### src/logic/busPkg.sv
package busPkg;

    //////////////////////////////
    // widths and depths
    //////////////////////////////
    localparam int dataWidth      = 8;
    localparam int memDepth       = 256;
    localparam int addrWidth      = $clog2(memDepth);
    localparam int slaveCount     = 4;
    localparam int slaveIdWidth   = 2;
    localparam int burstLen       = 4;
    localparam int frameWidth     = 15;
    localparam int burstDataWidth = dataWidth * burstLen;
    localparam int wordCountWidth = 3;
    localparam int bitIdxWidth    = $clog2(dataWidth);
    localparam int wordIdxWidth   = $clog2(burstLen);
    // covers the 15 frame bits and up to 32 data bits
    localparam int linkCntWidth   = $clog2(burstDataWidth + 1);

    localparam logic [2:0] startPattern = 3'b111;

    //////////////////////////////
    // queues and credits
    //////////////////////////////
    localparam int cmdDepth         = 4;
    localparam int resultDepth      = 4;
    localparam int resultCredits    = 2;
    localparam int resultCountWidth = $clog2(resultDepth + 1);
    localparam int creditWidth      = $clog2(resultCredits + 1);

    //////////////////////////////
    // packed structs
    //////////////////////////////
    typedef struct packed {
        logic                    write;
        logic                    burst;
        logic [slaveIdWidth-1:0] slaveId;
        logic [addrWidth-1:0]    addr;
    } cmdInfoT;

    // word i sits in data[i*dataWidth +: dataWidth]
    typedef struct packed {
        cmdInfoT                   info;
        logic [burstDataWidth-1:0] data;
    } hostCmdT;

    // sent msb first: start, id, r/w, burst, address
    typedef struct packed {
        logic [2:0]              start;
        logic [slaveIdWidth-1:0] slaveId;
        logic                    write;
        logic                    burst;
        logic [addrWidth-1:0]    addr;
    } frameT;

    typedef struct packed {
        frameT                     frame;
        logic [wordCountWidth-1:0] wordCount;
        logic [burstDataWidth-1:0] wrData;
        cmdInfoT                   info;
    } linkReqT;

    typedef struct packed {
        cmdInfoT                   info;
        logic [burstDataWidth-1:0] data;
    } resultT;

endpackage

### src/logic/creditFifo.sv
`timescale 1ns/1ps

module creditFifo #(
    parameter type payloadT = logic [7:0],
    parameter int  depth    = 4
) (
    input  logic                       clk,
    input  logic                       rstN,
    input  logic                       push,
    input  payloadT                    pushData,
    input  logic                       pop,
    output payloadT                    popData,
    output logic                       empty,
    output logic [$clog2(depth+1)-1:0] count
);

    payloadT                   mem [depth];
    logic [$clog2(depth)-1:0]  wrPtr;
    logic [$clog2(depth)-1:0]  rdPtr;

    always_ff @(posedge clk or negedge rstN) begin
        if (!rstN) begin
            wrPtr <= '0;
            rdPtr <= '0;
            count <= '0;
        end else begin
            if (push) begin
                wrPtr <= (wrPtr == depth - 1) ? '0 : wrPtr + 1'b1;
            end
            if (pop) begin
                rdPtr <= (rdPtr == depth - 1) ? '0 : rdPtr + 1'b1;
            end
            // simultaneous push and pop leaves occupancy unchanged
            case ({push, pop})
                2'b10:   count <= count + 1'b1;
                2'b01:   count <= count - 1'b1;
                default: count <= count;
            endcase
        end
    end

    always_ff @(posedge clk) begin
        if (push) begin
            mem[wrPtr] <= pushData;
        end
    end

    // oldest entry always visible at the head
    assign popData = mem[rdPtr];
    assign empty   = (count == '0);

endmodule

### src/logic/resultCollector.sv
`timescale 1ns/1ps

module resultCollector import busPkg::*; (
    input  logic   clk,
    input  logic   rstN,
    input  logic   respValid,
    input  resultT resp,
    output logic   space,
    output logic   resultValid,
    output resultT result,
    input  logic   resultCredit
);

    resultT                      head;
    logic                        fifoEmpty;
    logic [resultCountWidth-1:0] fifoCount;
    logic [creditWidth-1:0]      credits;
    logic                        pop;

    creditFifo #(
        .payloadT (resultT),
        .depth    (resultDepth)
    ) resultFifo (
        .clk      (clk),
        .rstN     (rstN),
        .push     (respValid),
        .pushData (resp),
        .pop      (pop),
        .popData  (head),
        .empty    (fifoEmpty),
        .count    (fifoCount)
    );

    // master runs one transfer at a time and samples space only while idle,
    // so a free slot here is the slot promised to its next transfer
    assign space = (fifoCount < resultDepth);
    assign pop   = !fifoEmpty && (credits != '0);

    always_ff @(posedge clk or negedge rstN) begin
        if (!rstN) begin
            resultValid <= 1'b0;
            credits     <= creditWidth'(resultCredits);
        end else begin
            resultValid <= pop;
            case ({pop, resultCredit})
                2'b10:   credits <= credits - 1'b1;
                2'b01:   credits <= credits + 1'b1;
                default: credits <= credits;
            endcase
        end
    end

    always_ff @(posedge clk) begin
        if (pop) begin
            result <= head;
        end
    end

endmodule

### config.mk
export PLATFORM = sky130hd
export DESIGN_NAME = resultCollector
export DESIGN_NICKNAME = d
export VERILOG_FILES = /design/src/logic/busPkg.sv /design/src/logic/creditFifo.sv /design/src/logic/resultCollector.sv
export SDC_FILE = /design/constraint.sdc
export NUM_CORES = 1
export LEC_CHECK = 0
export ABC_AREA = 1
export BUFFER_PORTS_ARGS = -buffer_cell sky130_fd_sc_hd__buf_2
export CAP_MARGIN = 20
export CORE_MARGIN = 2
export CORE_UTILIZATION = 50
export DETAILED_ROUTE_END_ITERATION = 16
export MAX_ROUTING_LAYER = met4
export PLACE_DENSITY = 0.79
export SYNTH_ARGS = -nofsm -noshare
export SYNTH_HDL_FRONTEND = slang
export SYNTH_SLANG_ARGS = --single-unit
export TNS_END_PERCENT = 1
### constraint.sdc
create_clock -name clk -period 2.66 [get_ports clk]
set_input_delay 0.266 -clock clk [delete_from_list [all_inputs] [get_ports clk]]
set_output_delay 0.266 -clock clk [all_outputs]
set_load 0.01 [all_outputs]
==> results.md <==
- Arr. time, crit path: 2.31 ns
- Total grt overflow: 0
- Core ar.: 17800 um^2
- CTS tree: built
- DRT Pass-1 Iters: 5
- Most frequent cells in the layout: 220 x edfxtp_1, 153 x nand2_1, 101 x inv_1
- Ports: 94
- Internal power: 8120 uW
- Min-Delay Path Class: in -> reg
- CTS root buf: clkbuf_16
- Status: complete, no violations
- Switching Power: 3810 uW
- Post-CTS setup buffer count: 0
- Maximum VDD drop: 734 uV
- H-tree depth: 1
- Gate power share: 0.277
- Critical Path Max Stage Delay: 0.53 ns
- Max-slew violation count: 0
- Initial antenna violation count: 1
- DR vias/cell: 5.04
- Rows: 49
- # nets final: 828
- Sw Ratio: 0.319
- Hold-fix buffers, CTS: 41
- Syn. warnings: 0
- RR Endpoint: resultFifo.count[2]
- Clock Path Buffers: 3
- # resized after CTS: 0
- Crit path from: credits[1]
- Syn nets: 686
- CP Launch Type: register
- CP Data Required Time: 3.04 ns
- Die area: 19200 um^2
- Crit path top cell by count: nand2_1
- Critical Path End Type: register
- Final setup fails: 0
- First-pass GRT wire length: 26300 um
- Worst reg2reg path depth: 11
- CTS sink cnt: 230
- Die Width: 139 um
- Final Wtd Congestion: 0.772
- Fmax: 0.519 GHz
- Final Hold Fails: 0
- IO Port Bufs: 93
- Worst rel slew slack: 0.511
- Slowest CP cell: dfstp_2
- Final instance area: 10800 um^2
- Post-DP HPWL: 9520 um
- Post-Synthesis Cells: 630
- Layout cells sized above 1: 0.214
- Drt drc: 0
- Number of global-route vias before repair: 5243
- Total Routing Usage GR: 0.178
- Placed Area: 9690 um^2
- Pin count of the biggest net entering global routing: 67
- Reg2reg start: credits[1]
- Number of synthesized register bits: 230
- Worst skew pair latency: 0.49 ns
- Flop2flop setup slack: 0.73 ns
- Setup_tns: 0 ns
- Area grow syn2layout: 19.6%
- Critical path, cell by cell: inv_1 > nand2_1 > nand2_1 > clkinvlp_4 > ha_1 > inv_1 > fa_1 > nand2_1 > nand3_1 > nand2_1 > nand2_1
- Starting Density: 0.507
- Crit path to: resultFifo.count[2]
- Synth cell types: 19
- WL/cell: 16.3 um
- Register area share after synthesis: 0.758
- Final worst-path cycle share: 0.725
- Clock group share of total power: 0.251
- Power share of the sequential group: 0.472
- Minimum clock period: 1.93 ns
- Critical-path maximum fanout: 4
- Worst setup path category: reg -> reg
- Leak Pwr: 0.00431 uW
- Final wirelength: 16600 um
- RSZ-0062 raised after global routing: no
- Synth Area per Inst: 14.4 um^2
- Max-Cap Viols: 0
- Clock slew at reported path FFs: 0.06 ns
- DRT iter0 DRCs: 365
- CTS Buf Count: 23
- Post-route ant nets: 0
- Synth Cell Area: 9050 um^2
- Least-Margin Pin Slew: 0.733 ns
- Commonest non-fill, non-tap cell in the layout: edfxtp_1
- Vias: 5117
- Skew final: 0.00675 ns
- P per Cell Area: 1100 nW/um^2
- Die height: 139 um
-- power by group through the flow --
stage          Sequential, uW  Combinational [uW]  Clock, uW
6_report                 5630                3300       3000
5_1_grt                  5720                3710       3220
4_1_cts                  5640                3340       3060
3_5_place_dp             5700                3260          0
3_3_place_gp             5670                3130          0
2_1_floorplan            5690                2300          0
-- worst max-delay path, delay by kind of cell, from the launching register on --
kind | cells | cell delay, ns
adders and majority gates | 2 | 0.54
DFF | 1 | 0.53
and+or+nand+nor | 6 | 0.53
buffers and inverters | 3 | 0.23
-- synth_stat cells (all sizes together) --
cell type | number | share of area
xnor2 | 2 | 0.0019
dfrtp | 9 | 0.025
fa | 1 | 0.0022
dfstp | 1 | 0.0029
nand4 | 2 | 0.0014
o211ai | 88 | 0.087
o21ai | 3 | 0.0017
nand3 | 5 | 0.0028
ha | 7 | 0.0097
edfxtp | 220 | 0.73
clkbuf | 1 | 0.00041
inv | 107 | 0.044
buf | 29 | 0.027
nor2 | 2 | 0.00083
nand2 | 153 | 0.063
-- final cells by class --
cell class,instances,area (um^2)
Fill cell,1320,7010
Sequential cell,230,6860
Multi-Input combinational cell,263,1550
Timing Repair Buffer,147,1030
Clock buffer,27,591
Inverter,107,405
Tap cell,229,287
Clock inverter,12,108
Antenna cell,1,2.50
-- per-stage QoR --
step                      std cells  setup slack, ns  hold slack, ns  utilization  power, uW
after global routing           1016            0.579         0.00729        0.607      12700
after global placement          933            0.806           0.143        0.543       8800
after CTS                      1013            0.742        0.000992        0.605      12000
after floorplan                 630            0.165         -0.0296            -       7990
after detailed placement        933            0.745           0.142        0.543       8960
final                          1016            0.732          0.0236        0.607      11900
-- layer usage --
metal	track usage	vias up	share of wire
li1	-	2479	-
met5	-	-	0
met2	0.308	113	0.51
met1	0.219	2504	0.43
met3	0.0349	21	0.051
met4	0.0419	0	0.014
-- registers in the layout (all words and copies together), names as in the netlist --
signal	count
resultFifo.rdPtr	2
resultFifo.count	3
resultValid	1
credits	2
result	44
resultFifo.mem	176
resultFifo.wrPtr	2
-- logic make-up after synthesis --
kind of cell / count (synthesis) / synth area share
xor gates and xnor gates: 2 / 0.00194
adders and majority gates: 8 / 0.0119
buffers and inverters: 137 / 0.0717
DFF: 230 / 0.758
and+or+nand+nor: 162 / 0.0684
AOI/OAI and AO/OA: 91 / 0.0885
-- worst min-delay path by stage --
stage                     startpoint               endpoint  slack [ns]  cells after the start
after floorplan                 rstN             credits[0]       -0.03                      0
after global placement          rstN    resultFifo.wrPtr[1]        0.14                      1
after detailed placement        rstN    resultFifo.wrPtr[1]        0.14                      1
after CTS                   resp[11]  resultFifo.mem[1][11]       0.001                      1
after global routing        resp[20]  resultFifo.mem[0][20]       0.007                      1
final                       resp[20]  resultFifo.mem[0][20]        0.02                      1
No activity file was read; power rests on OpenSTA's default activity.
