`config.mk`:
```
export PLATFORM = sky130hd
export DESIGN_NAME = hostCmdDecoder
export DESIGN_NICKNAME = d
export VERILOG_FILES = /design/src/logic/busPkg.sv /design/src/logic/creditFifo.sv /design/src/logic/hostCmdDecoder.sv
export SDC_FILE = /design/constraint.sdc
export NUM_CORES = 1
export LEC_CHECK = 0
export BUFFER_PORTS_ARGS = -buffer_cell sky130_fd_sc_hd__buf_2
export CORE_ASPECT_RATIO = 0.9
export CORE_MARGIN = 4
export CORE_UTILIZATION = 35
export DETAILED_ROUTE_END_ITERATION = 8
export HOLD_SLACK_MARGIN = 0.12
export MAX_ROUTING_LAYER = met4
export PLACE_DENSITY = 0.59
export SLEW_MARGIN = 15
export SYNTH_ARGS = -nofsm -noshare
export SYNTH_HDL_FRONTEND = slang
export SYNTH_SLANG_ARGS = --single-unit
```
`constraint.sdc`:
```
create_clock -name clk -period 2.2 [get_ports clk]
set_input_delay 0.44 -clock clk [delete_from_list [all_inputs] [get_ports clk]]
set_output_delay 0.44 -clock clk [all_outputs]
set_load 0.05 [all_outputs]
```
`src/logic/busPkg.sv`:
```
package busPkg;

    //////////////////////////////
    // widths and depths
    //////////////////////////////
    localparam int dataWidth      = 8;
    localparam int memDepth       = 256;
    localparam int addrWidth      = $clog2(memDepth);
    localparam int slaveCount     = 4;
    localparam int slaveIdWidth   = 2;
    localparam int burstLen       = 4;
    localparam int frameWidth     = 15;
    localparam int burstDataWidth = dataWidth * burstLen;
    localparam int wordCountWidth = 3;
    localparam int bitIdxWidth    = $clog2(dataWidth);
    localparam int wordIdxWidth   = $clog2(burstLen);
    // covers the 15 frame bits and up to 32 data bits
    localparam int linkCntWidth   = $clog2(burstDataWidth + 1);

    localparam logic [2:0] startPattern = 3'b111;

    //////////////////////////////
    // queues and credits
    //////////////////////////////
    localparam int cmdDepth         = 4;
    localparam int resultDepth      = 4;
    localparam int resultCredits    = 2;
    localparam int resultCountWidth = $clog2(resultDepth + 1);
    localparam int creditWidth      = $clog2(resultCredits + 1);

    //////////////////////////////
    // packed structs
    //////////////////////////////
    typedef struct packed {
        logic                    write;
        logic                    burst;
        logic [slaveIdWidth-1:0] slaveId;
        logic [addrWidth-1:0]    addr;
    } cmdInfoT;

    // word i sits in data[i*dataWidth +: dataWidth]
    typedef struct packed {
        cmdInfoT                   info;
        logic [burstDataWidth-1:0] data;
    } hostCmdT;

    // sent msb first: start, id, r/w, burst, address
    typedef struct packed {
        logic [2:0]              start;
        logic [slaveIdWidth-1:0] slaveId;
        logic                    write;
        logic                    burst;
        logic [addrWidth-1:0]    addr;
    } frameT;

    typedef struct packed {
        frameT                     frame;
        logic [wordCountWidth-1:0] wordCount;
        logic [burstDataWidth-1:0] wrData;
        cmdInfoT                   info;
    } linkReqT;

    typedef struct packed {
        cmdInfoT                   info;
        logic [burstDataWidth-1:0] data;
    } resultT;

endpackage

```
`src/logic/creditFifo.sv`:
```
`timescale 1ns/1ps

module creditFifo #(
    parameter type payloadT = logic [7:0],
    parameter int  depth    = 4
) (
    input  logic                       clk,
    input  logic                       rstN,
    input  logic                       push,
    input  payloadT                    pushData,
    input  logic                       pop,
    output payloadT                    popData,
    output logic                       empty,
    output logic [$clog2(depth+1)-1:0] count
);

    payloadT                   mem [depth];
    logic [$clog2(depth)-1:0]  wrPtr;
    logic [$clog2(depth)-1:0]  rdPtr;

    always_ff @(posedge clk or negedge rstN) begin
        if (!rstN) begin
            wrPtr <= '0;
            rdPtr <= '0;
            count <= '0;
        end else begin
            if (push) begin
                wrPtr <= (wrPtr == depth - 1) ? '0 : wrPtr + 1'b1;
            end
            if (pop) begin
                rdPtr <= (rdPtr == depth - 1) ? '0 : rdPtr + 1'b1;
            end
            // simultaneous push and pop leaves occupancy unchanged
            case ({push, pop})
                2'b10:   count <= count + 1'b1;
                2'b01:   count <= count - 1'b1;
                default: count <= count;
            endcase
        end
    end

    always_ff @(posedge clk) begin
        if (push) begin
            mem[wrPtr] <= pushData;
        end
    end

    // oldest entry always visible at the head
    assign popData = mem[rdPtr];
    assign empty   = (count == '0);

endmodule

```
`src/logic/hostCmdDecoder.sv`:
```
`timescale 1ns/1ps

module hostCmdDecoder import busPkg::*; (
    input  logic    clk,
    input  logic    rstN,
    input  logic    cmdValid,
    input  hostCmdT cmd,
    output logic    cmdCredit,
    output logic    reqValid,
    output linkReqT req,
    input  logic    reqReady
);

    hostCmdT head;
    logic    empty;
    logic    pop;

    // host only sends with a credit in hand, so the queue never overflows
    creditFifo #(
        .payloadT (hostCmdT),
        .depth    (cmdDepth)
    ) cmdFifo (
        .clk      (clk),
        .rstN     (rstN),
        .push     (cmdValid),
        .pushData (cmd),
        .pop      (pop),
        .popData  (head),
        .empty    (empty),
        .count    ()
    );

    assign reqValid = !empty;
    assign pop      = reqValid && reqReady;

    // link request built straight from the queue head
    always_comb begin
        req.frame.start   = startPattern;
        req.frame.slaveId = head.info.slaveId;
        req.frame.write   = head.info.write;
        req.frame.burst   = head.info.burst;
        req.frame.addr    = head.info.addr;
        req.wordCount     = head.info.burst ? wordCountWidth'(burstLen) : wordCountWidth'(1);
        req.wrData        = head.data;
        req.info          = head.info;
    end

    // one credit back per command leaving the queue
    always_ff @(posedge clk or negedge rstN) begin
        if (!rstN) begin
            cmdCredit <= 1'b0;
        end else begin
            cmdCredit <= pop;
        end
    end

endmodule

```
==> metrics.md <==
| Metric | Value |
|---|---|
| Status | `finished with violations` |
| Violated checks | `negative setup slack` |
| RSZ-0062 raised after global routing | `yes` |
| Lkg Pwr | `between 3 and 4 nW` |
| Max_slew headroom | `0.662` |
| Post-route DRC violation count | `0` |
| Worst hold start | `cmd[31]` |
| Number of synthesized flops with an enable pin | `176` |
| Fraction of registers with async set/reset | `0.0435` |
| Top achievable clock speed | `430 MHz` |
| Power after layout | `14.3 mW` |
| Syn Inst Count | `290` |
| Clock sink count | `between 150 and 200` |
| Cells after DPL | `635` |
| Initial antenna violation count | `1` |
| Footprint of the multi-input gates | `between 1000 and 1500 µm²` |
| Peak supply drop | `between 0.0007 and 0.0008 V` |
| DR WL/cell | `between 15 and 20 µm` |
| Area after DPL | `slightly below 8000 µm²` |
| Via density | `~4.7` |
| Final Hold Fails | `0` |
| Layout cells sized above 1 | `0.498` |
| GPL Wtd Cong | `between 0.6 and 0.7` |
| Cell Chain, Critical Path | `buf_12, mux4_2, buf_2` |
| Commonest cells after routing, fill and taps aside | `176 x edfxtp_1, 55 x buf_2, 48 x buf_6` |
| Total track usage | `0.126` |
| Commonest non-fill, non-tap cell in the layout | `edfxtp_1` |
| Number of global-route vias before repair | `3,478` |
| Final instance area | `~9000 µm²` |
| Post-synthesis sequential area ratio | `0.784` |
| Port Buffers | `between 100 and 150` |
| Final WL | `roughly 13,000 µm` |
| DRT antenna net count | `0` |
| Yosys warnings | `0` |
| Remaining global-route overflow | `0` |
| FF-to-FF setup slack | `about 240 ps` |
| CTS clk-pin slew, worst paths | `~70 ps` |
| Worst Path Max Fanout | `16` |
| CP peak stage delay | `~530 ps` |
| Clk_skew | `7.16 ps` |
| TNS Setup | `-4100 ps` |
| Critical path arrival | `about 1900 ps` |
| Die Footprint | `22,300 µm²` |
| Max cap viols | `0` |
| Finished Layout Cells | `~680` |
| Clock buffer depth | `2` |
| Pwr dens | `about 1600 nW/µm²` |
| Tcrit/Tclk final | `1.06` |
| R2R depth | `9` |
| Die H | `roughly 140 µm` |
| Iter 0 DRT Violations | `172` |
| Netlist cell types | `22` |
| Fin crit period | `2320 ps` |
| Die X | `about 160 µm` |
| Root buffer cell | `clkbuf_16` |
| Reg2Reg Launch Point | `cmdFifo.count[0]` |
| Crit path launch type | `register` |
| # IOs | `~110` |
| Tightest Hold Check Type | `primary input to register` |
| Crit. End Element | `primary output` |
| Clk_lat worst skew | `430 ps` |
| Seq. cell area | `around 5500 µm²` |
| WHS Endpoint | `cmdFifo.mem[3][31]` |
| End of the worst register-to-register path | `cmdFifo.count[2]` |
| TritonCTS clock tree | `built` |
| Initial core utilization | `0.361` |
| Drt pass-1 iters | `4` |
| Core box area | `around 19,000 µm²` |
| Max H-tree Level | `4` |
| Layout area overhead | `26.0%` |
| Via total after detailed routing | `~3,200` |
| Final setup viols | `57` |
| Tightest Pin Transition | `507 ps` |
| Placement row count | `48` |
| Ys flop type | `edfxtp_1` |
| #FFs+latches synth | `about 180` |
| Largest net degree at the start of global routing | `45` |
| Slew Viols, Final | `0` |
| Synth Area per Inst | `around 24 µm²` |
| First-pass GRT wire length | `between 15,000 and 20,000 µm` |
| Fin util | `0.455` |
| Fill count | `~1,600` |
| Mapped cell area | `roughly 7000 µm²` |
| Worst EP required | `between 1500 and 2000 ps` |
| Setup CP Type | `register to primary output` |
| DP Wirelength | `~7800 µm` |
| CP max-delay cell | `mux4_2` |
| CTS buffer count | `17` |
| Nets@finish | `466` |
| Final setup margin | `-123 ps` |
| Hold-critical path depth | `1` |
## power breakdown
part / internal [mW] / switching [mW] / leakage (nW)
combinational: 2.57 / 4.06 / 1.12
sequential: 4.50 / 0.204 / 1.71
clock: 1.59 / 1.35 / 0.275
total: 8.65 / 5.61 / 3.11
## area by class of cell
class	instances	area share
Sequential cell	184	0.623
Multi-Input combinational cell	73	0.140
Timing Repair Buffer	127	0.134
Clock buffer	17	0.0482
Tap cell	250	0.0355
Clock inverter	15	0.0162
Inverter	8	0.00341
Antenna cell	1	0.000284
## cells in the mapped netlist, types with 4 or more instances
| library cell | instances | share of area |
|---|---|---|
| mux4_1 | 5 | 0.019 |
| inv_1 | 8 | 0.0043 |
| buf_12 | 4 | 0.011 |
| buf_4 | 17 | 0.018 |
| dfrtp_1 | 8 | 0.029 |
| edfxtp_1 | 176 | 0.76 |
| and2_1 | 4 | 0.0036 |
| buf_2 | 5 | 0.0036 |
| ha_1 | 6 | 0.011 |
| mux4_2 | 39 | 0.13 |
## state kept, by name (all words and copies together) (netlist names)
signal and cells:
cmdFifo.count 3, cmdCredit 1, cmdFifo.mem 176, cmdFifo.wrPtr 2, cmdFifo.rdPtr 2
## worst max-delay path by stage
stage	depth (start not counted)	slack (ps)	from	endpoint
after floorplan	3	110	cmdFifo.rdPtr[0]	req[47]
after global placement	4	220	cmdFifo.rdPtr[0]	req[44]
after detailed placement	4	220	cmdFifo.rdPtr[0]	req[44]
after CTS	3	-160	cmdFifo.rdPtr[0]	req[54]
after global routing	3	-200	cmdFifo.rdPtr[0]	req[2]
final	3	-120	cmdFifo.rdPtr[0]	req[48]
## per-layer routing
metal,routed length (µm),GRT usage,vias to the layer above
met5,0,-,-
met4,191,0.0462,0
met3,726,0.0368,16
met2,6440,0.198,88
met1,5600,0.156,1666
li1,-,-,1413
## through the flow
step	hold slack, ps	setup slack [ps]
global route	198	-202
detailed placement	315	222
CTS	198	-160
finish	216	-123
global placement	317	224
floorplan	144	107
## repair_timing
item / 4_1_cts / 5_1_grt
gates resized for setup: 93 / 21
endpoints found under the setup margin: 58 / 58
cloned: 2 / 0
setup buffers: 3 / 1
hold buffers: 1 / 0
pin swaps: 0 / 0
endpoints found under the hold margin: 8 / 0
## critical path: cells and delay by family (launching register included)
| family | cells | cell delay, ps |
|---|---|---|
| flip-flops | 1 | 490 |
| buffers and inverters | 2 | 430 |
| multiplexers | 1 | 530 |
## cell families after synthesis
logic type	share of synthesized area
flops	0.784
mux	0.149
buf+inv	0.0392
simple gates	0.00823
fa+ha+maj	0.0136
xor+xnor	0.00376
other cells	0.00107
compound gates	0.00143
No activity file was read; power rests on OpenSTA's default activity.
