### config.mk
export PLATFORM = sky130hd
export DESIGN_NAME = serialSlave
export DESIGN_NICKNAME = d
export VERILOG_FILES = /design/src/logic/busPkg.sv /design/src/logic/serialSlave.sv
export SDC_FILE = /design/constraint.sdc
export NUM_CORES = 2
export LEC_CHECK = 0
export BUFFER_PORTS_ARGS = -buffer_cell sky130_fd_sc_hd__buf_2
export CAP_MARGIN = 0
export CELL_PAD_IN_SITES_DETAIL_PLACEMENT = 1
export CELL_PAD_IN_SITES_GLOBAL_PLACEMENT = 1
export CORE_MARGIN = 3
export CORE_UTILIZATION = 53
export DETAILED_ROUTE_END_ITERATION = 12
export HOLD_SLACK_MARGIN = 0.03
export PLACE_DENSITY = 0.81
export SETUP_SLACK_MARGIN = 0.3
export SYNTH_ARGS = -nofsm -noshare
export SYNTH_HDL_FRONTEND = slang
export SYNTH_SLANG_ARGS = --single-unit
### constraint.sdc
create_clock -name clk -period 5 [get_ports clk]
set_input_delay 0.5 -clock clk [delete_from_list [all_inputs] [get_ports clk]]
set_output_delay 0.5 -clock clk [all_outputs]
set_load 0.05 [all_outputs]
### src/logic/busPkg.sv
package busPkg;

    //////////////////////////////
    // widths and depths
    //////////////////////////////
    localparam int dataWidth      = 8;
    localparam int memDepth       = 256;
    localparam int addrWidth      = $clog2(memDepth);
    localparam int slaveCount     = 4;
    localparam int slaveIdWidth   = 2;
    localparam int burstLen       = 4;
    localparam int frameWidth     = 15;
    localparam int burstDataWidth = dataWidth * burstLen;
    localparam int wordCountWidth = 3;
    localparam int bitIdxWidth    = $clog2(dataWidth);
    localparam int wordIdxWidth   = $clog2(burstLen);
    // covers the 15 frame bits and up to 32 data bits
    localparam int linkCntWidth   = $clog2(burstDataWidth + 1);

    localparam logic [2:0] startPattern = 3'b111;

    //////////////////////////////
    // queues and credits
    //////////////////////////////
    localparam int cmdDepth         = 4;
    localparam int resultDepth      = 4;
    localparam int resultCredits    = 2;
    localparam int resultCountWidth = $clog2(resultDepth + 1);
    localparam int creditWidth      = $clog2(resultCredits + 1);

    //////////////////////////////
    // packed structs
    //////////////////////////////
    typedef struct packed {
        logic                    write;
        logic                    burst;
        logic [slaveIdWidth-1:0] slaveId;
        logic [addrWidth-1:0]    addr;
    } cmdInfoT;

    // word i sits in data[i*dataWidth +: dataWidth]
    typedef struct packed {
        cmdInfoT                   info;
        logic [burstDataWidth-1:0] data;
    } hostCmdT;

    // sent msb first: start, id, r/w, burst, address
    typedef struct packed {
        logic [2:0]              start;
        logic [slaveIdWidth-1:0] slaveId;
        logic                    write;
        logic                    burst;
        logic [addrWidth-1:0]    addr;
    } frameT;

    typedef struct packed {
        frameT                     frame;
        logic [wordCountWidth-1:0] wordCount;
        logic [burstDataWidth-1:0] wrData;
        cmdInfoT                   info;
    } linkReqT;

    typedef struct packed {
        cmdInfoT                   info;
        logic [burstDataWidth-1:0] data;
    } resultT;

endpackage

### src/logic/serialSlave.sv
`timescale 1ns/1ps

module serialSlave import busPkg::*; #(
    parameter int slaveIndex = 0
) (
    input  logic clk,
    input  logic rstN,
    input  logic control,
    input  logic wrD,
    input  logic valid,
    input  logic last,
    output logic rD,
    output logic ready
);

    typedef enum logic [1:0] {
        sIdle,
        sCapture,
        sWrite,
        sRead
    } stateT;

    stateT                   state;
    logic [dataWidth-1:0]    mem [memDepth];
    logic [1:0]              hist;
    logic [3:0]              capCnt;
    logic [frameWidth-5:0]   body;
    logic [addrWidth-1:0]    addr;
    logic [dataWidth-1:0]    rdSh;
    logic [dataWidth-1:0]    rdWord;
    logic [dataWidth-2:0]    wrSh;
    logic [bitIdxWidth-1:0]  bitIdx;
    logic [wordIdxWidth-1:0] wordIdx;
    logic                    isBurst;
    frameT                   frame;
    logic                    frameDone;
    logic                    hit;
    logic                    startRead;
    logic                    wordDone;
    logic                    moreWords;
    logic                    nextWord;
    logic                    memWe;

    // full frame on the cycle its last bit is on the line
    assign frame     = {startPattern, body, control};
    assign frameDone = (state == sCapture) && (capCnt == 4'(frameWidth - 4));
    assign hit       = frameDone && (frame.slaveId == slaveIdWidth'(slaveIndex));
    assign startRead = hit && !frame.write;
    assign rdWord    = mem[startRead ? frame.addr : addr];
    assign wordDone  = (state == sRead) && (&bitIdx);
    assign moreWords = isBurst && (wordIdx != wordIdxWidth'(burstLen - 1));
    assign nextWord  = wordDone && moreWords;
    assign memWe     = (state == sWrite) && valid && (&bitIdx);

    //////////////////////////////
    // frame detect and data phase
    //////////////////////////////
    always_ff @(posedge clk or negedge rstN) begin
        if (!rstN) begin
            state   <= sIdle;
            hist    <= '0;
            capCnt  <= '0;
            bitIdx  <= '0;
            wordIdx <= '0;
            ready   <= 1'b0;
            rD      <= 1'b0;
        end else begin
            case (state)
                sIdle: begin
                    if ({hist, control} == startPattern) begin
                        hist   <= '0;
                        capCnt <= '0;
                        state  <= sCapture;
                    end else begin
                        hist <= {hist[0], control};
                    end
                end
                sCapture: begin
                    capCnt  <= capCnt + 1'b1;
                    bitIdx  <= '0;
                    wordIdx <= '0;
                    // other slaves drop out and ignore the data phase
                    if (frameDone) begin
                        if (!hit) begin
                            state <= sIdle;
                        end else if (frame.write) begin
                            state <= sWrite;
                        end else begin
                            ready <= 1'b1;
                            rD    <= rdWord[dataWidth-1];
                            state <= sRead;
                        end
                    end
                end
                sWrite: begin
                    if (valid) begin
                        bitIdx <= bitIdx + 1'b1;
                        if (last) begin
                            state <= sIdle;
                        end
                    end
                end
                sRead: begin
                    bitIdx <= bitIdx + 1'b1;
                    if (nextWord) begin
                        rD      <= rdWord[dataWidth-1];
                        wordIdx <= wordIdx + 1'b1;
                    end else if (wordDone) begin
                        ready <= 1'b0;
                        rD    <= 1'b0;
                        state <= sIdle;
                    end else begin
                        rD <= rdSh[dataWidth-1];
                    end
                end
                default: state <= sIdle;
            endcase
        end
    end

    always_ff @(posedge clk) begin
        if (state == sCapture) begin
            body <= {body[frameWidth-6:0], control};
        end
        // reads prefetch, so the address runs one word ahead
        if (hit) begin
            isBurst <= frame.burst;
            addr    <= frame.write ? frame.addr : frame.addr + 1'b1;
        end else if (nextWord || memWe) begin
            addr <= addr + 1'b1;
        end
        if (startRead || nextWord) begin
            rdSh <= {rdWord[dataWidth-2:0], 1'b0};
        end else if (state == sRead) begin
            rdSh <= {rdSh[dataWidth-2:0], 1'b0};
        end
        if (state == sWrite && valid) begin
            wrSh <= {wrSh[dataWidth-3:0], wrD};
        end
        if (memWe) begin
            mem[addr] <= {wrSh, wrD};
        end
    end

endmodule

==> results.sh <==
export IMPL_status="finished clean"
export IMPL_worst_ep_required_time_ps=5710
export IMPL_grtUsageMet1_pct=44.1
export IMPL_dieWidth_um=402
export IMPL_cts_clk_slew_worst_paths_ps=70
export IMPL_cts_buffers=205
export IMPL_p_leak_nw=31.3
export IMPL_syn_cell_area_mm2=0.0831
export IMPL_critPathBufInv=2
export IMPL_syn_inst=5996
export IMPL_synth_ff_latch_count=2097
export IMPL_dp_hpwl_mm=172
export IMPL_cp_slowest_cell="nand4_1"
export IMPL_io_pins=8
export IMPL_utilization_pct=60.4
export IMPL_synth_edff_count=2082
export IMPL_first_pass_iters=8
export IMPL_placed_area_mm2=0.0864
export IMPL_cts_sinks=2097
export IMPL_worstSetupStartpointType="flip-flop"
export IMPL_syn_nets=6011
export IMPL_grt_busiest_layer="met2"
export IMPL_drv_slew=0
export IMPL_finalPower_mw=36.1
export IMPL_dp_cells=7893
export IMPL_synth_area_top_cells="edfxtp_1 (75%), nand2_1 (6.6%), mux2i_1 (3.3%)"
export IMPL_crit_chain="nor4b_4 > nand3_4 > nand2_4 > buf_16 > buf_6 > nand2_1 > a31oi_2 > o2111ai_1 > a22oi_1 > nand4_1 > and4_1 > a21oi_1"
export IMPL_via_per_inst=6.88
export IMPL_clockBufferDepth=3
export IMPL_tns_ps=0
export IMPL_rsz0062_at_grt="true"
export IMPL_holdWs_ps=273
export IMPL_initial_core_util_pct=53.6
export IMPL_async_flop_share_pct=0.715
export IMPL_grt_pass1_vias=58900
export IMPL_numPortBuffers=7
export IMPL_drive_gt1_share_pct=9.82
export IMPL_gp_congestion=0.904
export IMPL_root_buffer="clkbuf_16"
export IMPL_nNetsFinal=6120
export IMPL_relSlewSlack_pct=4.14
export IMPL_cp_end_kind="flip-flop"
export IMPL_powerDensity_mw_per_mm2=386
export IMPL_fp_dieArea_mm2=0.162
export IMPL_clk_latency_ps=870
export IMPL_vdd_drop_max_mv=0.488
export IMPL_ys_flop_type="edfxtp_1"
export IMPL_grt_use_met3_pct=9.34
export IMPL_finalSetupViolCount=0
export IMPL_grt_max_degree=216
export IMPL_grt_pass1_wl_mm=416
export IMPL_synth_top_area_share_pct=75.2
export IMPL_worstHoldPathType="in2async"
export IMPL_fin_ws_ps=122
export IMPL_cts_tree="built"
export IMPL_fin_cells=8327
export IMPL_postLayoutCellArea_mm2=0.0936
export IMPL_maxCapViolations=0
export IMPL_ys_seq_area_share_pct=75.7
export IMPL_crit_fanout=38
export IMPL_htree_num_levels=4
export IMPL_syn_area_per_cell_um2=13.9
export IMPL_post_route_period_util_pct=97.6
export IMPL_antenna_found_initial=18
export IMPL_grt_use_total_pct=35.4
export IMPL_die_h_um=402
export IMPL_num_vias=57300
export IMPL_fp_row_count=144
export IMPL_cp_arrival_ps=5580
export IMPL_core_mm2=0.155
export IMPL_synth_warnings=0
export IMPL_cp_slowest_stage_delay_ps=760
export IMPL_fmax_mhz=205
export IMPL_worstMarginPinSlew_ps=1420
export IMPL_ys_types=68
export IMPL_critPathKind="reg2reg"
export IMPL_drc=0
export IMPL_area_delta_synth_final_pct=12.6
export IMPL_period_needed_ps=4880
export IMPL_yosysTopAreaCell="edfxtp_1"
export IMPL_grt_use_met2_pct=55.7
export IMPL_hold_viol=0
export IMPL_finClkSkew_ps=56.0
export IMPL_crit_family="simple AND/OR/NAND/NOR gates"
export IMPL_drt_iter0_drc=9131
export IMPL_wirelength_mm=293
export IMPL_fillCellCount=14400
export IMPL_post_drt_wl_per_cell_um=35.2
export IMPL_ant_nets=0
export IMPL_dp_slack_ps=-563
export IMPL_grt_overflow=0
==> registers in the layout, indices dropped and copies added (netlist names), 2 cells and up <==
register	cells
rdSh	7
addr	8
capCnt	4
hist	2
wrSh	7
bitIdx	3
wordIdx	2
body	11
mem	2048
state	2
==> layer usage <==
metal | routed length (um) | vias up
met5 | 67 | -
met4 | 21400 | 10
met3 | 36600 | 1162
met2 | 136000 | 4533
met1 | 99000 | 28900
li1 | - | 22700
==> synthesized netlist by cell type, types with 32 or more instances <==
master	n
nor2_1	294
nand3_1	435
a21oi_1	357
and3_1	32
edfxtp_1	2082
buf_2	143
mux2i_1	275
a211oi_1	32
buf_1	51
buf_4	37
o21ai_0	39
a22oi_1	32
nand2_1	1454
clkbuf_1	149
a32oi_1	53
nand4_1	81
a31oi_1	142
o221ai_1	84
==> worst paths after layout <==
| path | cells past startpoint | start | end | slack, ps |
|---|---|---|---|---|
| worst max-delay path | 12 | body[10] | rdSh[3] | 120 |
| worst min-delay path | 2 | rstN | ready | 270 |
| worst max register to register | 12 | body[10] | rdSh[3] | 120 |
| worst min register to register | 0 | body[7] | body[8] | 490 |
| max in group asynchronous | 2 | rstN | rD | 4390 |
| min in group clk | 4 | last | state[1] | 280 |
==> final cells by class <==
type,count,area (um^2),area share (%)
Clock buffer,242,5330,5.70
Antenna cell,8,20.0,0.0214
Clock inverter,135,1060,1.14
Tap cell,2044,2560,2.73
Sequential cell,2097,62900,67.2
Timing Repair Buffer,285,2980,3.18
Inverter,11,41.3,0.0441
Multi-Input combinational cell,3505,18700,20.0
==> placed cells by master (no fill, tap or decap), drive strengths merged, types with 4 or more instances in the layout <==
master,instances
clkinv,112
mux2,4
a222oi,14
o221ai,84
a32o,10
diode,8
and2,7
a22o,4
bufinv,14
nor2b,6
ha,9
and3,32
nor3,16
xor2,6
a21oi,357
xnor2,8
nand4,81
a2111oi,12
mux2i,275
a32oi,53
nor2,295
o2111ai,9
a31oi,142
nand2,1458
nor4,9
o2bb2ai,4
o22ai,18
a211oi,32
a22oi,32
a311oi,7
dfrtp,15
nand3,435
o21ai,43
buf,273
inv,17
clkbuf,249
edfxtp,2082
==> timing repair <==
action,CTS,global route
setup buffers,9,25
gates cloned,6,7
hold buffers,2,0
hold endpoints to repair,17,0
setup endpoints to repair,8,8
gates resized for setup,17,24
pin swaps,8,16
==> logic make-up (layout without fill, tap and decap cells) <==
group,count (synthesis),in the layout,synth area share (%)
muxes,279,279,3.37
AOI/OAI and AO/OA,844,844,6.59
xor gates and xnor gates,14,14,0.148
DFF,2097,2097,75.7
and+or+nand+nor,2355,2359,11.9
buffers and inverters,398,673,2.24
adders and majority gates,9,9,0.135
other,0,8,0
==> where the power goes <==
part           total, mW  switching [mW]  internal (mW)
clock network       15.2            6.89           8.31
registers           19.5           0.192           19.3
logic               1.46            1.06          0.404
No activity file was read; power rests on OpenSTA's default activity.
