--- config.mk ---
export PLATFORM = sky130hd
export DESIGN_NAME = serialMaster
export DESIGN_NICKNAME = d
export VERILOG_FILES = /design/src/logic/busPkg.sv /design/src/logic/serialMaster.sv
export SDC_FILE = /design/constraint.sdc
export NUM_CORES = 1
export LEC_CHECK = 0
export ABC_AREA = 1
export BUFFER_PORTS_ARGS = -buffer_cell sky130_fd_sc_hd__clkbuf_2
export CORE_MARGIN = 8
export CORE_UTILIZATION = 30
export CTS_BUF_LIST = sky130_fd_sc_hd__clkbuf_4 sky130_fd_sc_hd__clkbuf_8
export DETAILED_ROUTE_END_ITERATION = 12
export PLACE_DENSITY = 0.56
export SLEW_MARGIN = 5
export SYNTH_ARGS = -nofsm -noshare
export SYNTH_HDL_FRONTEND = slang
export SYNTH_SLANG_ARGS = --single-unit
--- constraint.sdc ---
create_clock -name clk -period 2.75 [get_ports clk]
set_clock_uncertainty 0.2 [all_clocks]
set_input_delay 0.1375 -clock clk [delete_from_list [all_inputs] [get_ports clk]]
set_output_delay 0.1375 -clock clk [all_outputs]
set_load 0.03 [all_outputs]
--- src/logic/busPkg.sv ---
package busPkg;

    //////////////////////////////
    // widths and depths
    //////////////////////////////
    localparam int dataWidth      = 8;
    localparam int memDepth       = 256;
    localparam int addrWidth      = $clog2(memDepth);
    localparam int slaveCount     = 4;
    localparam int slaveIdWidth   = 2;
    localparam int burstLen       = 4;
    localparam int frameWidth     = 15;
    localparam int burstDataWidth = dataWidth * burstLen;
    localparam int wordCountWidth = 3;
    localparam int bitIdxWidth    = $clog2(dataWidth);
    localparam int wordIdxWidth   = $clog2(burstLen);
    // covers the 15 frame bits and up to 32 data bits
    localparam int linkCntWidth   = $clog2(burstDataWidth + 1);

    localparam logic [2:0] startPattern = 3'b111;

    //////////////////////////////
    // queues and credits
    //////////////////////////////
    localparam int cmdDepth         = 4;
    localparam int resultDepth      = 4;
    localparam int resultCredits    = 2;
    localparam int resultCountWidth = $clog2(resultDepth + 1);
    localparam int creditWidth      = $clog2(resultCredits + 1);

    //////////////////////////////
    // packed structs
    //////////////////////////////
    typedef struct packed {
        logic                    write;
        logic                    burst;
        logic [slaveIdWidth-1:0] slaveId;
        logic [addrWidth-1:0]    addr;
    } cmdInfoT;

    // word i sits in data[i*dataWidth +: dataWidth]
    typedef struct packed {
        cmdInfoT                   info;
        logic [burstDataWidth-1:0] data;
    } hostCmdT;

    // sent msb first: start, id, r/w, burst, address
    typedef struct packed {
        logic [2:0]              start;
        logic [slaveIdWidth-1:0] slaveId;
        logic                    write;
        logic                    burst;
        logic [addrWidth-1:0]    addr;
    } frameT;

    typedef struct packed {
        frameT                     frame;
        logic [wordCountWidth-1:0] wordCount;
        logic [burstDataWidth-1:0] wrData;
        cmdInfoT                   info;
    } linkReqT;

    typedef struct packed {
        cmdInfoT                   info;
        logic [burstDataWidth-1:0] data;
    } resultT;

endpackage

--- src/logic/serialMaster.sv ---
`timescale 1ns/1ps

module serialMaster import busPkg::*; (
    input  logic                  clk,
    input  logic                  rstN,
    input  logic                  reqValid,
    input  linkReqT               req,
    output logic                  reqReady,
    input  logic                  space,
    output logic                  control,
    output logic                  wrD,
    output logic                  valid,
    output logic                  last,
    input  logic [slaveCount-1:0] rD,
    input  logic [slaveCount-1:0] ready,
    output logic                  respValid,
    output resultT                resp
);

    typedef enum logic [2:0] {
        mIdle,
        mFrame,
        mWrite,
        mRead,
        mDone
    } stateT;

    stateT                     state;
    logic [frameWidth-1:0]     reqFrame;
    logic [frameWidth-1:0]     frameSh;
    logic [burstDataWidth-1:0] dataReg;
    cmdInfoT                   info;
    logic [wordCountWidth-1:0] wordCnt;
    logic [linkCntWidth-1:0]   bitCnt;
    logic [linkCntWidth-1:0]   totalBits;
    logic                      accept;
    logic                      selRd;
    logic                      selReady;

    // data bit n maps to word n/8, msb of each word first
    function automatic logic [wordIdxWidth+bitIdxWidth-1:0] bitPos(
        input logic [linkCntWidth-1:0] cnt
    );
        return {cnt[bitIdxWidth +: wordIdxWidth], ~cnt[bitIdxWidth-1:0]};
    endfunction

    assign reqFrame  = req.frame;
    assign accept    = reqValid && reqReady;
    assign totalBits = linkCntWidth'(wordCnt * dataWidth);
    assign selRd     = rD[info.slaveId];
    assign selReady  = ready[info.slaveId];

    assign resp.info = info;
    assign resp.data = info.write ? '0 : dataReg;

    //////////////////////////////
    // link FSM
    //////////////////////////////
    always_ff @(posedge clk or negedge rstN) begin
        if (!rstN) begin
            state     <= mIdle;
            reqReady  <= 1'b0;
            control   <= 1'b0;
            wrD       <= 1'b0;
            valid     <= 1'b0;
            last      <= 1'b0;
            respValid <= 1'b0;
            bitCnt    <= '0;
        end else begin
            case (state)
                mIdle: begin
                    reqReady <= space && !accept;
                    if (accept) begin
                        // first frame bit goes out right away
                        control <= reqFrame[frameWidth-1];
                        bitCnt  <= linkCntWidth'(1);
                        state   <= mFrame;
                    end
                end
                mFrame: begin
                    if (bitCnt == linkCntWidth'(frameWidth)) begin
                        control <= 1'b0;
                        if (info.write) begin
                            valid  <= 1'b1;
                            wrD    <= dataReg[bitPos('0)];
                            last   <= (totalBits == linkCntWidth'(1));
                            bitCnt <= linkCntWidth'(1);
                            state  <= mWrite;
                        end else begin
                            bitCnt <= '0;
                            state  <= mRead;
                        end
                    end else begin
                        control <= frameSh[frameWidth-1];
                        bitCnt  <= bitCnt + 1'b1;
                    end
                end
                mWrite: begin
                    if (bitCnt == totalBits) begin
                        valid     <= 1'b0;
                        last      <= 1'b0;
                        wrD       <= 1'b0;
                        respValid <= 1'b1;
                        state     <= mDone;
                    end else begin
                        wrD    <= dataReg[bitPos(bitCnt)];
                        last   <= (bitCnt == totalBits - 1'b1);
                        bitCnt <= bitCnt + 1'b1;
                    end
                end
                mRead: begin
                    // a gap in ready just holds the count
                    if (selReady) begin
                        bitCnt <= bitCnt + 1'b1;
                        if (bitCnt == totalBits - 1'b1) begin
                            respValid <= 1'b1;
                            state     <= mDone;
                        end
                    end
                end
                mDone: begin
                    respValid <= 1'b0;
                    state     <= mIdle;
                end
                default: state <= mIdle;
            endcase
        end
    end

    //////////////////////////////
    // frame and data registers
    //////////////////////////////
    always_ff @(posedge clk) begin
        if (accept) begin
            frameSh <= {reqFrame[frameWidth-2:0], 1'b0};
            dataReg <= req.info.write ? req.wrData : '0;
            info    <= req.info;
            wordCnt <= req.wordCount;
        end else begin
            if (state == mFrame) begin
                frameSh <= {frameSh[frameWidth-2:0], 1'b0};
            end
            if (state == mRead && selReady) begin
                dataReg[bitPos(bitCnt)] <= selRd;
            end
        end
    end

endmodule

==> reports/metrics.csv, run 1 <==
stage,metric,value,unit
synthesis,async_flop_share,19.7,%
place,gp_congestion,0.825,
power,powerDensity,785,nW/um^2
sta,relSlewSlack,20.3,%
worst_setup_path,timing.rr.start,bitCnt[0],
synthesis,synth_compound_area_share,13.0,%
worst_setup_path,critical_path.top_delay_family,simple AND/OR/NAND/NOR gates,
clocking,worstSkewPairLatency,0.37,ns
cells_and_area,drive_gt1_share,24.6,%
synthesis,synthesis.nets,644,
sta,tns,0,ns
worst_setup_path,cp.depth,10,
clocking,post_cts_resized,0,
die,num_io_pins,124,
drt,dr_total_vias,4460,
synthesis,synth_ff_type,edfxtp_1,
synthesis,yosysSeqAreaShare,48.6,%
clocking,cts_hold_buf,64,
sta,max_freq,0.435,GHz
drt,ant_nets,0,
power,cellLeakagePower,2.79,nW
worst_setup_path,cp-end-kind,flip-flop,
global_route,overflow,0,
clocking,h-tree-depth,3,
synthesis,ys_warn_count,0,
drt,avgRoutedWirePerCell,15.6,um
global_route,antenna_found_initial,1,
clocking,cts_tree,done,
die,start_util,30.3,%
place,hpwl,10200,um
synthesis,yosys.area_share.simple,27.2,%
job,drv_cap,0,
die,chipWidth,139,um
worst_setup_path,max_stage_delay,0.50,ns
synthesis,yosysUniqueCellTypes,41,
clocking,post_cts_buffers,0,
power,power_frac_clock,17.6,%
status,outcome,"finished, final reports clean",
synthesis,synthMuxAreaShare,0,%
drt,wirelength,14500,um
worst_setup_path,cp.required,2.80,ns
power,p_int,2.72,mW
synthesis,synthCells,565,
worst_setup_path,cp-start-kind,flip-flop,
worst_setup_path,path_max_fanout,19,
hold_path,hp-class,input port to asynchronous set/reset pin,
power,seqPwrFrac,38.1,%
worst_setup_path,worst-setup-path-type,flip-flop to flip-flop,
worst_setup_path,path_buf_inv,2,
sta,tightest_slew,1.19,ns
sta,setup_viol,0,
power,combinationalPowerShare,44.2,%
synthesis,syn_area,4540,um^2
drt,drc,0,
clocking,root_buffer,clkbuf_8,
worst_setup_path,crit_slowest_cell,dfrtp_1,
synthesis,ys_seq_elements,76,
clocking,cts_max_path_buffers,2,
global_route,grt_first_pass_wirelength,23600,um
synthesis,synth_edf_count,61,
synthesis,synth_most_common_cell,nand2_1,
sta,min_period,2.30,ns
power,power.switching,2.08,mW
global_route,grt_usage,15.1,%
synthesis,synth_top_area_share,40.3,%
global_route,first_global_vias,4707,
synthesis,netlist_top_cells_count,"163 x nand2_1, 61 x edfxtp_1, 57 x nor2_1, 53 x nand3_1, 47 x inv_1",
cells_and_area,n_antenna_cell,0,
die,die_area,19300,um^2
sta,rsz0062_at_grt,false,
power,peakVddDrop,0.389,mV
synthesis,syn_area_per_cell,8.04,um^2
power,swShare,43.4,%
worst_setup_path,startpoint,bitCnt[0],
cells_and_area,nNetsFinal,815,
clocking,cts_buffers,9,
worst_setup_path,path_cells,"inv_2, ha_1, inv_2, nor2_2, nand3_1, nor2_1, nor2_1, nor2_2, nand2_1, or2_1",
power,p_total,4.80,mW
sta,finalCritPeriodShare,83.5,%
die,core-area,15000,um^2
die,die_y,139,um
clocking,cts_sinks,76,
sta,hold_viol_final,0,
synthesis,yosys-top-cells-area,"edfxtp_1 40%, nand2_1 13%, dfrtp_1 8.3%, nand3_1 5.8%, o31ai_1 5.3%",
synthesis,synth_xor_area_share,0.964,%
global_route,grt_max_degree,49,
cells_and_area,area_growth,34.7,%
sta,finalMaxSlewViolations,0,
synthesis,synth_area_leader_cell,edfxtp_1,
worst_setup_path,r2r_cells,10,
drt,viasPerCell,4.80,
synthesis,synth_top_family_by_area,simple AND/OR/NAND/NOR gates,
clocking,clk_pin_slew_worst_paths,0.08,ns
synthesis,synthAdderAreaFrac,1.38,%
die,rows,45,
drt,drt_iter0_drc,224,
place,io_buffers,123,
drt,drt-pass1-iter-count,8,
worst_setup_path,crit_arrival,2.35,ns
## worst reg2reg max path: cells and delay by family (launching register included)
family | cells | cell delay [ns]
flops | 1 | 0.50
buf+inv | 2 | 0.36
simple gates | 7 | 0.87
fa+ha+maj | 1 | 0.25
## cell type report
cell class	instances	area, um^2
clock buffer	16	189
fill	1517	8860
inverter	61	231
multi-input combinational	392	1930
sequential	76	2210
tap	188	235
timing repair buffer	196	1320
## path summary, 6_finish.rpt
| path | end | slack [ns] |
|---|---|---|
| max | state[1] | 0.45 |
| min | bitCnt[4] | 0.05 |
| max reg2reg | state[1] | 0.45 |
| min reg2reg | respValid | 0.30 |
| max in group asynchronous | bitCnt[5] | 1.99 |
| min in group clk | state[2] | 0.26 |
## metrics by stage
step	hold slack, ns	utilization [%]	worst slack, ns	instances	instance area (um^2)
floorplan	-0.358	-	0.615	565	4540
global placement	-0.123	35.3	0.599	849	5290
detailed placement	-0.109	35.3	0.507	849	5290
CTS	0.0461	40.8	0.424	929	6120
global route	0.0582	40.8	0.254	929	6120
finish	0.0542	40.8	0.452	929	6120
## cell families (layout without fill, tap and decap cells)
group           count (synthesis)  in the layout
flops                          76             76
xor+xnor                        5              5
fa+ha+maj                       5              5
compound gates                 92             92
buf+inv                        97            273
simple gates                  290            290
## sequential cells by signal, summed over array words and instances, names as in the netlist
register,flops
dataReg,32
frameSh,14
resp,12
bitCnt,6
state,3
wordCnt,3
control,1
last,1
reqReady,1
respValid,1
valid,1
wrD,1
## layout by cell type (no fill, tap or decap), types with 2 or more instances in the layout
cell type | synthesis | routed
buf_4 | 2 | 9
inv_2 | 12 | 12
o31ai_1 | 32 | 32
nand2_1 | 163 | 163
nor3_1 | 2 | 2
xnor2_1 | 2 | 2
edfxtp_1 | 61 | 61
o21ai_2 | 7 | 7
clkbuf_8 | 0 | 11
dlygate4sd3_1 | 0 | 64
o21ai_1 | 3 | 3
xor2_1 | 3 | 3
clkbuf_2 | 0 | 123
clkbuf_4 | 0 | 5
o21ai_0 | 38 | 38
nor2_1 | 57 | 57
a21oi_1 | 4 | 4
dfrtp_1 | 15 | 15
ha_1 | 5 | 5
nand3_1 | 53 | 53
nand2_2 | 2 | 2
inv_1 | 47 | 47
nor2_2 | 5 | 5
## metal layers
layer	vias to the layer above	wire length (um)	track usage, %
li1	2212	-	-
met1	2096	6320	17.8
met4	2	119	3.93
met2	140	7000	25.8
met3	10	1080	5.06
met5	-	11	0
## power by group through the flow
stage	combinational [mW]	sequential (mW)	clock (mW)
after floorplan	1.49	1.86	0
after global placement	2.01	1.84	0
after detailed placement	2.05	1.86	0
after CTS	2.14	1.83	0.871
after global routing	2.37	1.87	0.924
final	2.13	1.83	0.847
Note: power is estimated with default switching activity, not from simulation.
==> run 2, diff against run 1 <==
==> constraint.sdc (replaced) <==
create_clock -name clk -period 2.2 [get_ports clk]
set_clock_uncertainty 0.2 [all_clocks]
set_input_delay 0.11 -clock clk [delete_from_list [all_inputs] [get_ports clk]]
set_output_delay 0.11 -clock clk [all_outputs]
set_load 0.03 [all_outputs]
==> reports/metrics.csv, run 2 (synthesis results as in run 1) <==
stage,metric,value,unit,change
drt,drt_iter0_drc,226,,was 224
drt,ant_nets,0,,unchanged
clocking,clk_pin_slew_worst_paths,0.08,ns,about the same
power,cellLeakagePower,2.83,nW,was 2.79 nW
clocking,cts_buffers,9,,unchanged
sta,max_freq,0.490,GHz,
place,post_dp_cell_area,5340,um^2,was 5290 um^2
cells_and_area,final_common_cell,nand2_1,,unchanged
hold_path,hp-class,input port to asynchronous set/reset pin,,unchanged
clocking,h-tree-depth,3,,unchanged
die,rows,45,,unchanged
die,die_area,19300,um^2,unchanged
global_route,first_global_vias,4715,,was 4707
sta,tightest_slew,0.748,ns,was 1.19 ns
worst_setup_path,path_cells,"buf_4, nor2_1, clkbuf_2",,"was inv_2, ha_1, inv_2, nor2_2, nand3_1, nor2_1, nor2_1, nor2_2, nand2_1, or2_1"
worst_setup_path,worst-setup-path-type,flip-flop to primary output,,was flip-flop to flip-flop
worst_setup_path,cp.required,1.89,ns,was 2.80 ns
sta,setup_viol,0,,unchanged
sta,relSlewSlack,50.1,%,was 20.3%
worst_setup_path,max_stage_delay,0.73,ns,was 0.50 ns
die,start_util,30.3,%,unchanged
cells_and_area,largest_reg_flops,32,,unchanged
status,outcome,"finished, final reports clean",,unchanged
place,io_buffers,123,,unchanged
sta,finalCritPeriodShare,92.8,%,
global_route,grt_usage,14.7,%,was 15.1%
clocking,root_buffer,clkbuf_8,,unchanged
worst_setup_path,crit_slowest_cell,edfxtp_1,,was dfrtp_1
worst_setup_path,critical_path.top_delay_family,flip-flops,,was simple AND/OR/NAND/NOR gates
drt,avgRoutedWirePerCell,15.0,um,was 15.6 um
worst_setup_path,crit_arrival,1.73,ns,was 2.35 ns
clocking,cts_max_path_buffers,2,,unchanged
cells_and_area,n_antenna_cell,0,,unchanged
worst_setup_path,path_buf_inv,2,,unchanged
sta,min_period,2.04,ns,
job,drv_cap,0,,unchanged
drt,wirelength,14000,um,was 14500 um
cells_and_area,n_fill_cell,1504,,was 1517
cells_and_area,stdcell_area,6190,um^2,was 6120 um^2
power,peakVddDrop,0.644,mV,was 0.389 mV
cells_and_area,area_growth,36.4,%,was 34.7%
clocking,cts_tree,done,,unchanged
sta,finalMaxSlewViolations,0,,unchanged
global_route,overflow,0,,unchanged
sta,hold_viol_final,0,,unchanged
global_route,grt_first_pass_wirelength,23000,um,was 23600 um
drt,drt-pass1-iter-count,4,,was 8
clocking,worstSkewPairLatency,0.36,ns,was 0.37 ns
place,gp_congestion,0.822,,was 0.825
worst_setup_path,cp-end-kind,primary output,,was flip-flop
drt,drc,0,,unchanged
clocking,cts_sinks,76,,unchanged
cells_and_area,drive_gt1_share,25.0,%,was 24.6%
die,core-area,15000,um^2,unchanged
cells_and_area,layout_common_cells,"163 x nand2_1, 123 x clkbuf_2, 63 x dlygate4sd3_1, 61 x edfxtp_1, 57 x nor2_1",,"was 163 x nand2_1, 123 x clkbuf_2, 64 x dlygate4sd3_1, 61 x edfxtp_1, 57 x nor2_1"
die,chipWidth,139,um,unchanged
global_route,antenna_found_initial,0,,was 1
power,powerDensity,1000,nW/um^2,was 785 nW/um^2
die,num_io_pins,124,,unchanged
drt,viasPerCell,4.74,,was 4.80
sta,tns,0,ns,unchanged
cells_and_area,nNetsFinal,818,,was 815
sta,rsz0062_at_grt,false,,unchanged
place,hpwl,9980,um,was 10200 um
drt,dr_total_vias,4419,,was 4460
worst_setup_path,path_max_fanout,23,,was 19
cells_and_area,regMostFlops,dataReg,,unchanged
global_route,grt_max_degree,58,,was 49
sta,holdWs,0.0132,ns,was 0.0542 ns
die,die_y,139,um,unchanged
clocking,post_cts_resized,0,,unchanged
worst_setup_path,cp-start-kind,flip-flop,,unchanged
==> run 2: cell types whose count changed in the layout (fill, tap and decap cells not counted), sizes merged <==
cell         previous run  this run
bufinv                  0         2
clkinv                  1         4
buf                     9        13
clkbuf                139       134
dlygate4sd3            64        63
==> run 2: cell type report <==
type	instances	area [um^2]	area share (%)
repair buffers	199	1370	22.1
multi-input cells	392	1930	31.2
flip-flops and latches	76	2210	35.6
clock inverters	5	75.1	1.21
well taps	188	235	3.80
inverters	61	231	3.74
clock buffers	11	145	2.34
==> run 2: final timing paths <==
kind	from	end	slack (ns)	depth (start not counted)
hold / removal	rstN	bitCnt[0]	0.01	2
setup / recovery	resp[43]	resp[4]	0.16	3
max in group asynchronous	rstN	reqReady	1.49	2
hold reg to reg	last	last	0.32	2
min in group clk	reqValid	resp[35]	0.16	4
setup reg to reg	bitCnt[0]	state[1]	0.21	10
==> run 2: timing repair <==
action,in CTS,in global routing
endpoints found under the setup margin,0,0
buffers inserted,0,0
hold buffers,63,0
hold endpoints to repair,77,0
==> run 2: layer usage <==
layer  part of all wire (%)  global-route usage, %  wire, um  vias up
li1                       -                      -         -     2219
met1                     42                   17.2      5950     2021
met2                     47                   24.5      6590      161
met3                    8.2                   5.34      1150       18
met4                    2.2                   5.20       312        0
met5                      0                      0         0        -
==> run 2: worst register-to-register path: stages, from the launching register on <==
cell	delay, ns
dfrtp_1	0.48
inv_2	0.13
ha_1	0.18
inv_2	0.04
nor2_2	0.09
nand3_1	0.08
nor2_1	0.17
nor2_1	0.09
nor2_2	0.10
nand2_1	0.09
or2_1	0.21
==> run 2: per-stage QoR <==
stage / std cells / util, % / setup slack, ns / power, mW
floorplan: 565 / - / 0.0654 / 4.19
global placement: 853 / 35.7 / 0.322 / 4.92
detailed placement: 853 / 35.7 / 0.234 / 4.98
CTS: 932 / 41.4 / 0.111 / 6.27
global route: 932 / 41.4 / 0.0104 / 6.66
finish: 932 / 41.4 / 0.159 / 6.21
==> run 2: power by group <==
part	switching, mW	internal [mW]
registers	0.204	2.05
logic	1.89	0.865
clock network	0.522	0.677
total	2.61	3.60
